<file path="config.mk">
export PLATFORM = sky130hd
export DESIGN_NAME = io_block_top
export DESIGN_NICKNAME = d
export VERILOG_FILES = /design/src/rtl/gb_periph_pkg.sv /design/src/rtl/gb_bus_pkg.sv /design/src/rtl/io_block_top.sv /design/src/rtl/read_mux.sv /design/src/rtl/interrupt_unit.sv /design/src/rtl/timer_unit.sv /design/src/rtl/io_decode.sv
export SDC_FILE = /design/constraint.sdc
export NUM_CORES = 1
export LEC_CHECK = 0
export ABC_CLOCK_PERIOD_IN_PS = 3600
export BUFFER_PORTS_ARGS = -buffer_cell sky130_fd_sc_hd__buf_2
export CORE_ASPECT_RATIO = 1.1
export CORE_MARGIN = 2
export CORE_UTILIZATION = 55
export DETAILED_ROUTE_END_ITERATION = 7
export PLACE_DENSITY_LB_ADDON = 0.15
export SLEW_MARGIN = 20
export SYNTH_ARGS = -nofsm -noshare
export SYNTH_HDL_FRONTEND = slang
export SYNTH_HIERARCHICAL = 1
export SYNTH_SLANG_ARGS = --single-unit
</file>
<file path="constraint.sdc">
create_clock -name clock_in -period 3.6 [get_ports clock_in]
set_clock_uncertainty 0.05 [all_clocks]
set_input_delay 0.72 -clock clock_in [delete_from_list [all_inputs] [get_ports clock_in]]
set_output_delay 0.72 -clock clock_in [all_outputs]
set_load 0.05 [all_outputs]
</file>
<file path="src/rtl/gb_periph_pkg.sv">
package gb_periph_pkg;

   // ======================================================================
   // Timer state
   // ======================================================================

   localparam int div_width = 16;
   localparam int tac_width = 3;

   // Internal divider, DIV is the upper byte
   typedef logic [div_width-1:0] div_count_t;

   // Bit 2 enable, bits 1:0 rate select
   typedef logic [tac_width-1:0] tac_t;
   localparam int tac_enable_bit = 2;

   // Low divider bits that are all ones once per timer period
   localparam div_count_t rate_mask_1024 = 16'h03FF;
   localparam div_count_t rate_mask_16   = 16'h000F;
   localparam div_count_t rate_mask_64   = 16'h003F;
   localparam div_count_t rate_mask_256  = 16'h00FF;

   // ======================================================================
   // Interrupts
   // ======================================================================

   localparam int irq_width = 5;
   typedef logic [irq_width-1:0] irq_bits_t;

   // Bit 3 is the serial request, not implemented here
   localparam int irq_vblank_bit  = 0;
   localparam int irq_lcdstat_bit = 1;
   localparam int irq_timer_bit   = 2;
   localparam int irq_joypad_bit  = 4;

   // Unused upper bits as seen on a read
   localparam logic [7:0] tac_fill = 8'hF8;
   localparam logic [7:0] if_fill  = 8'hE0;
   localparam logic [7:0] ie_fill  = 8'h00;

endpackage

</file>
<file path="src/rtl/gb_bus_pkg.sv">
package gb_bus_pkg;

   // ======================================================================
   // CPU side byte bus
   // ======================================================================

   localparam int addr_width = 16;
   localparam int data_width = 8;

   typedef logic [addr_width-1:0] cpu_addr_t;
   typedef logic [data_width-1:0] byte_t;

   // Low byte of an address inside the FFxx page
   typedef logic [7:0] page_index_t;

   // Upper byte of this constant marks the I/O page
   localparam cpu_addr_t io_page_base = 16'hFF00;

   // ======================================================================
   // Register map, as offsets into the I/O page
   // ======================================================================

   localparam page_index_t div_offset  = 8'h04;
   localparam page_index_t tima_offset = 8'h05;
   localparam page_index_t tma_offset  = 8'h06;
   localparam page_index_t tac_offset  = 8'h07;
   localparam page_index_t if_offset   = 8'h0F;
   localparam page_index_t ie_offset   = 8'hFF;

   // Unmapped reads float high
   localparam byte_t open_bus_value = 8'hFF;

   typedef enum logic [2:0] {
      reg_none,
      reg_div,
      reg_tima,
      reg_tma,
      reg_tac,
      reg_if,
      reg_ie
   } reg_id_t;

endpackage
</file>
<file path="src/rtl/io_block_top.sv">
`timescale 1ns/1ps

module io_block_top
   import gb_bus_pkg::*;
   import gb_periph_pkg::*;
(
   input  logic        clock_in,
   input  logic        synch_reset,
   input  cpu_addr_t   addr,
   input  byte_t       wr_data,
   input  logic        we_l,
   input  logic        re_l,
   output byte_t       rd_data,
   input  page_index_t sw_select,
   output byte_t       led_data,
   input  logic        vblank_req,
   input  logic        lcdstat_req,
   input  logic        joypad_req,
   output logic        irq
);

   reg_id_t   bus_reg;
   reg_id_t   dbg_reg;
   logic      wr_div;
   logic      wr_tima;
   logic      wr_tma;
   logic      wr_tac;
   logic      wr_if;
   logic      wr_ie;
   byte_t     div_value;
   byte_t     tima_value;
   byte_t     tma_value;
   tac_t      tac_value;
   logic      timer_req;
   irq_bits_t if_value;
   irq_bits_t ie_value;

   // ======================================================================
   // Decode
   // ======================================================================

   io_decode decode0 (
      .addr      (addr),
      .sw_select (sw_select),
      .we_l      (we_l),
      .re_l      (re_l),
      .bus_reg   (bus_reg),
      .dbg_reg   (dbg_reg),
      .wr_div    (wr_div),
      .wr_tima   (wr_tima),
      .wr_tma    (wr_tma),
      .wr_tac    (wr_tac),
      .wr_if     (wr_if),
      .wr_ie     (wr_ie)
   );

   // ======================================================================
   // Timer and interrupts
   // ======================================================================

   timer_unit timer0 (
      .clock_in    (clock_in),
      .synch_reset (synch_reset),
      .wr_data     (wr_data),
      .wr_div      (wr_div),
      .wr_tima     (wr_tima),
      .wr_tma      (wr_tma),
      .wr_tac      (wr_tac),
      .div_value   (div_value),
      .tima_value  (tima_value),
      .tma_value   (tma_value),
      .tac_value   (tac_value),
      .timer_req   (timer_req)
   );

   interrupt_unit intr0 (
      .clock_in    (clock_in),
      .synch_reset (synch_reset),
      .wr_data     (wr_data),
      .wr_if       (wr_if),
      .wr_ie       (wr_ie),
      .vblank_req  (vblank_req),
      .lcdstat_req (lcdstat_req),
      .joypad_req  (joypad_req),
      .timer_req   (timer_req),
      .if_value    (if_value),
      .ie_value    (ie_value),
      .irq         (irq)
   );

   // Bus and LED readback
   read_mux read0 (
      .clock_in    (clock_in),
      .synch_reset (synch_reset),
      .re_l        (re_l),
      .bus_reg     (bus_reg),
      .dbg_reg     (dbg_reg),
      .div_value   (div_value),
      .tima_value  (tima_value),
      .tma_value   (tma_value),
      .tac_value   (tac_value),
      .if_value    (if_value),
      .ie_value    (ie_value),
      .rd_data     (rd_data),
      .led_data    (led_data)
   );

endmodule

</file>
<file path="src/rtl/read_mux.sv">
`timescale 1ns/1ps

module read_mux
   import gb_bus_pkg::*;
   import gb_periph_pkg::*;
(
   input  logic      clock_in,
   input  logic      synch_reset,
   input  logic      re_l,
   input  reg_id_t   bus_reg,
   input  reg_id_t   dbg_reg,
   input  byte_t     div_value,
   input  byte_t     tima_value,
   input  byte_t     tma_value,
   input  tac_t      tac_value,
   input  irq_bits_t if_value,
   input  irq_bits_t ie_value,
   output byte_t     rd_data,
   output byte_t     led_data
);

   // Readable byte of one register, with fill bits
   function automatic byte_t reg_byte(input reg_id_t id);
      byte_t value;
      case (id)
         reg_div:  value = div_value;
         reg_tima: value = tima_value;
         reg_tma:  value = tma_value;
         reg_tac:  value = tac_fill | byte_t'(tac_value);
         reg_if:   value = if_fill | byte_t'(if_value);
         reg_ie:   value = ie_fill | byte_t'(ie_value);
         default:  value = open_bus_value;
      endcase
      return value;
   endfunction

   // ======================================================================
   // Output registers
   // ======================================================================

   always_ff @(posedge clock_in) begin
      if (synch_reset) begin
         rd_data  <= '0;
         led_data <= '0;
      end else begin
         // Bus data holds between reads
         if (!re_l) begin
            rd_data <= reg_byte(bus_reg);
         end
         // LEDs follow the switches every cycle
         led_data <= reg_byte(dbg_reg);
      end
   end

endmodule

</file>
<file path="src/rtl/interrupt_unit.sv">
`timescale 1ns/1ps

module interrupt_unit
   import gb_bus_pkg::*;
   import gb_periph_pkg::*;
(
   input  logic      clock_in,
   input  logic      synch_reset,
   input  byte_t     wr_data,
   input  logic      wr_if,
   input  logic      wr_ie,
   input  logic      vblank_req,
   input  logic      lcdstat_req,
   input  logic      joypad_req,
   input  logic      timer_req,
   output irq_bits_t if_value,
   output irq_bits_t ie_value,
   output logic      irq
);

   irq_bits_t req_bits;
   irq_bits_t if_q;
   irq_bits_t ie_q;

   // Gather request pulses, serial bit stays low
   always_comb begin
      req_bits                  = '0;
      req_bits[irq_vblank_bit]  = vblank_req;
      req_bits[irq_lcdstat_bit] = lcdstat_req;
      req_bits[irq_timer_bit]   = timer_req;
      req_bits[irq_joypad_bit]  = joypad_req;
   end

   // ======================================================================
   // Flag and enable registers
   // ======================================================================

   always_ff @(posedge clock_in) begin
      if (synch_reset) begin
         if_q <= '0;
         ie_q <= '0;
      end else begin
         // A request in the same cycle as a CPU write is not lost
         if (wr_if) begin
            if_q <= wr_data[irq_width-1:0] | req_bits;
         end else begin
            if_q <= if_q | req_bits;
         end
         if (wr_ie) begin
            ie_q <= wr_data[irq_width-1:0];
         end
      end
   end

   assign irq      = |(if_q & ie_q);
   assign if_value = if_q;
   assign ie_value = ie_q;

endmodule

</file>
<file path="src/rtl/timer_unit.sv">
`timescale 1ns/1ps

module timer_unit
   import gb_bus_pkg::*;
   import gb_periph_pkg::*;
(
   input  logic  clock_in,
   input  logic  synch_reset,
   input  byte_t wr_data,
   input  logic  wr_div,
   input  logic  wr_tima,
   input  logic  wr_tma,
   input  logic  wr_tac,
   output byte_t div_value,
   output byte_t tima_value,
   output byte_t tma_value,
   output tac_t  tac_value,
   output logic  timer_req
);

   div_count_t div_count;
   div_count_t tick_mask;
   byte_t      tima_q;
   byte_t      tma_q;
   tac_t       tac_q;
   logic       tick;
   logic       overflow;

   // ======================================================================
   // Divider
   // ======================================================================

   // Any write to DIV restarts the whole count
   always_ff @(posedge clock_in) begin
      if (synch_reset || wr_div) begin
         div_count <= '0;
      end else begin
         div_count <= div_count + 1'b1;
      end
   end

   // ======================================================================
   // Timer counter
   // ======================================================================

   // Rate select
   always_comb begin
      case (tac_q[1:0])
         2'b00:   tick_mask = rate_mask_1024;
         2'b01:   tick_mask = rate_mask_16;
         2'b10:   tick_mask = rate_mask_64;
         default: tick_mask = rate_mask_256;
      endcase
   end

   assign tick = tac_q[tac_enable_bit] && ((div_count & tick_mask) == tick_mask);

   // A CPU write to TIMA cancels the overflow
   assign overflow = tick && (tima_q == 8'hFF) && !wr_tima;

   always_ff @(posedge clock_in) begin
      if (synch_reset) begin
         tima_q    <= '0;
         tma_q     <= '0;
         tac_q     <= '0;
         timer_req <= 1'b0;
      end else begin
         timer_req <= overflow;
         if (wr_tima) begin
            tima_q <= wr_data;
         end else if (overflow) begin
            // Reload from modulo
            tima_q <= tma_q;
         end else if (tick) begin
            tima_q <= tima_q + 1'b1;
         end
         if (wr_tma) begin
            tma_q <= wr_data;
         end
         if (wr_tac) begin
            tac_q <= wr_data[tac_width-1:0];
         end
      end
   end

   assign div_value  = div_count[div_width-1 -: data_width];
   assign tima_value = tima_q;
   assign tma_value  = tma_q;
   assign tac_value  = tac_q;

endmodule

</file>
<file path="src/rtl/io_decode.sv">
`timescale 1ns/1ps

module io_decode
   import gb_bus_pkg::*;
   import gb_periph_pkg::*;
(
   input  cpu_addr_t   addr,
   input  page_index_t sw_select,
   input  logic        we_l,
   input  logic        re_l,
   output reg_id_t     bus_reg,
   output reg_id_t     dbg_reg,
   output logic        wr_div,
   output logic        wr_tima,
   output logic        wr_tma,
   output logic        wr_tac,
   output logic        wr_if,
   output logic        wr_ie
);

   logic in_page;
   logic bus_access;

   // Page offset to register
   function automatic reg_id_t offset_to_reg(input page_index_t offset);
      reg_id_t id;
      case (offset)
         div_offset:  id = reg_div;
         tima_offset: id = reg_tima;
         tma_offset:  id = reg_tma;
         tac_offset:  id = reg_tac;
         if_offset:   id = reg_if;
         ie_offset:   id = reg_ie;
         default:     id = reg_none;
      endcase
      return id;
   endfunction

   assign in_page    = (addr[addr_width-1:8] == io_page_base[addr_width-1:8]);
   assign bus_access = !we_l || !re_l;

   // Bus side only decodes during a strobe
   assign bus_reg = (in_page && bus_access) ? offset_to_reg(addr[7:0]) : reg_none;

   // Debug side indexes the page directly
   assign dbg_reg = offset_to_reg(sw_select);

   // ======================================================================
   // Write strobes
   // ======================================================================

   assign wr_div  = !we_l && (bus_reg == reg_div);
   assign wr_tima = !we_l && (bus_reg == reg_tima);
   assign wr_tma  = !we_l && (bus_reg == reg_tma);
   assign wr_tac  = !we_l && (bus_reg == reg_tac);
   assign wr_if   = !we_l && (bus_reg == reg_if);
   assign wr_ie   = !we_l && (bus_reg == reg_ie);

endmodule

</file>
==> run_results.csv <==
group,metric,value,unit
run_status,status,"finished, final reports clean",
sta,rsz0062_at_grt,"no",
worst_setup_path,cpMaxStageDelayCell,"or4_1",
worst_setup_path,cp_data_required_time,3760,ps
global_route,grt_pass1_wl,14350,µm
yosys,ys_seq_elements,62,
pwr,power_density,360.5,mW/mm²
route,drt_iter0_markers,259,
worst_setup_path,path_delay_family,"compound AO/OA/AOI/OAI gates",
min_path,whs_endpoint,"intr0/if_value[2]",
cells_and_area,utilization,63.57,%
global_route,gr-usage-all-layers,26.37,%
yosys,yosysMostFrequentCell,"dfxtp_1",
sta,max_freq,0.3658,GHz
yosys,syn_area,0.003628,mm²
clock_network,cts_tree,"done",
global_route,grt_start_max_net_pins,33,
placed_design,dp.cells,551,
worst_setup_path,path_depth,8,
global_route,overflow,0,
clock_network,cts_root_buf,"clkbuf_8",
clock_network,clock_latency,350,ps
placed_design,dp_hpwl,6663,µm
route,drc,0,
cells_and_area,areaGrowthSynthToFinish,13.48,%
floorplan,fp.dieH,89.19,µm
yosys,ys_warn_count,6,
placed_design,placed_area,0.003918,mm²
floorplan,die_w,81.45,µm
global_route,antenna_found_initial,0,
floorplan,io_pins,56,
clock_network,cts_buffers,9,
sta,setup_viol_count_final,0,
route,routed_wirelength,9110,µm
sta,fin_crit_sh,75.94,%
yosys,async_flop_share,0,%
worst_setup_path,rrSetupSlack,1410,ps
floorplan,die_area,0.007264,mm²
placed_design,gp_congestion,0.9478,
route,ant_nets,0,
floorplan,fp-row-count,31,
sta,slew_headroom,57.13,%
sta,fin_crit,2734,ps
cells_and_area,fin_area,0.004118,mm²
cells_and_area,drive_above_1_share,20.41,%
cells_and_area,fill_cells,582,
min_path,hold_path_depth,2,
pwr,p_leak,1.558,nW
route,vias_per_cell,5.922,
sta,slew_viol_final,0,
cells_and_area,fin_nets,523,
worst_setup_path,start_kind,"input port",
sta,setup-tns-final,0,ps
route,firstDrtPassIters,5,
placed_design,port-buffer-count,55,
yosys,ys.flop_type,"dfxtp_1",
cells_and_area,antenna_cells,0,
yosys,synthTopCellsByArea,"dfxtp_1 (34%), mux2i_1 (7.4%), nor2_1 (6.0%)",
clock_network,cts.sinks,62,
yosys,synth_cell_types,61,
worst_setup_path,r2r_end,"timer0/tima_value[1]",
clock_network,clkTransAtPathRegs,70,ps
sta,finalHoldViolCount,0,
clock_network,cts_resized,0,
min_path,min_path_type,"flop to flop",
route,num_vias,3358,
yosys,yosysTopAreaCell,"dfxtp_1",
yosys,syn_nets,477,
sta,tightest_slew,643.0,ps
pwr,total_power,1.484,mW
worst_setup_path,path_buf_inv,2,
worst_setup_path,path_max_fanout,18,
floorplan,coreArea,0.006477,mm²
clock_network,cts-htree-levels,3,
worst_setup_path,reg2reg_depth,7,
cells_and_area,instances_no_fill,567,
clock_network,ctsHoldBuffers,0,
yosys,synthTopCellsByCount,"dfxtp_1 (62), nor2_1 (58), mux2i_1 (27)",
yosys,yosysSeqAreaShare,34.21,%
worst_setup_path,criticalPathCategory,"input port to flop",
yosys,syn_inst,434,
global_route,grt_pass1_vias,2941,
yosys,avgSynthCellArea,8.361,µm²
clock_network,clock_path_buffers,2,
min_path,min-delay-start,"timer0/timer_req",
worst_setup_path,worstPathArrival,2890,ps
clock_network,postCtsSetupBuffers,0,
route,wire_per_inst,16.07,µm
worst_setup_path,max_stage_delay,560,ps
pwr,peakVddDrop,257.6,µV
yosys,synth.top_cell.area_share,34.21,%
worst_setup_path,end_kind,"flop",
yosys,synth_edf_count,0,
floorplan,start_util,56.02,%
run,drv_cap,0,
worst_setup_path,cp_cell_sequence,"buf_2 -> or4_1 -> a2111o_1 -> o21ai_1 -> buf_4 -> mux2_1 -> a221oi_1 -> nor2_1",
worst_setup_path,rr_startpoint,"timer0/tac_value[1]",
## sequential cells by signal, summed over array words and instances, names as in the netlist
signal	count
intr0/ie_value	5
timer0/tma_value	8
read0/led_data	8
read0/rd_data	8
timer0/div_count	16
timer0/timer_req	1
intr0/if_value	5
timer0/tac_value	3
timer0/tima_value	8
## power breakdown
part	switching, mW	total (mW)	internal (mW)
combinational	0.0988	0.145	0.0461
sequential	0.0100	0.713	0.703
clock	0.272	0.626	0.354
total	0.381	1.48	1.10
## cells in the final DEF, fill, tap and decap left out, types with 5 or more instances in the layout
cell / netlist / final
a21oi_1: 24 / 24
a221oi_1: 8 / 8
a22oi_1: 12 / 12
buf_2: 6 / 55
buf_4: 10 / 13
clkbuf_8: 0 / 11
dfxtp_1: 62 / 62
inv_1: 18 / 18
mux2i_1: 27 / 27
nand2_1: 22 / 22
nand2b_1: 12 / 12
nand3_1: 19 / 19
nand4_1: 5 / 5
nor2_1: 58 / 58
nor2b_1: 19 / 19
nor3_1: 7 / 6
nor4_1: 5 / 5
o21ai_0: 5 / 5
o21ai_1: 7 / 7
o22ai_1: 5 / 5
xnor2_1: 9 / 9
xor2_1: 11 / 11
## cells by family after synthesis
group	synth area share, %
AO/OA/AOI/OAI	19.69
adder cells (fa/ha/maj)	1.379
buffers and inverters	7.138
XOR/XNOR	4.828
flip-flops	34.21
multiplexers	9.000
AND/OR/NAND/NOR	23.76
## metrics by stage
step | hold slack (ps) | worst slack, ps
3_3_place_gp | 370.4 | 561.0
4_1_cts | 381.7 | 882.5
2_1_floorplan | 360.8 | 741.3
3_5_place_dp | 376.2 | 511.1
5_1_grt | 391.9 | 673.2
6_report | 382.6 | 866.0
## worst register-to-register path, cell delays in order, from the launching register on
cell	delay (ps)
dfxtp_1	450
inv_1	100
ha_1	280
a21oi_1	40
a2111o_1	510
or2_1	380
mux2i_1	170
o22ai_1	90
## worst max path at each step
stage | startpoint | endpoint
floorplan | addr[4] | timer0/tima_value[3]
global placement | sw_select[4] | read0/led_data[0]
detailed placement | sw_select[4] | read0/led_data[2]
CTS | addr[4] | timer0/tima_value[3]
global route | sw_select[4] | read0/led_data[0]
finish | sw_select[4] | read0/led_data[0]
## layer usage
layer | part of all wire (%) | vias up | GRT usage (%) | wire [µm]
met2 | 49 | 112 | 43.74 | 4425
met3 | 4.8 | 23 | 4.343 | 441
met5 | 0 | - | 0 | 0
li1 | - | 1644 | - | -
met1 | 44 | 1579 | 33.23 | 3988
met4 | 2.8 | 0 | 12.79 | 255
## area by class of cell
| type | count | area [µm²] | share of cell area [%] |
|---|---|---|---|
| multi-input cells | 321 | 2133 | 51.81 |
| repair buffers | 68 | 372.9 | 9.055 |
| clock inverters | 4 | 45.04 | 1.094 |
| flip-flops and latches | 62 | 1241 | 30.14 |
| well taps | 82 | 102.6 | 2.492 |
| clock buffers | 12 | 155.1 | 3.768 |
| inverters | 18 | 67.56 | 1.641 |
(Power assumes the default switching activity.)
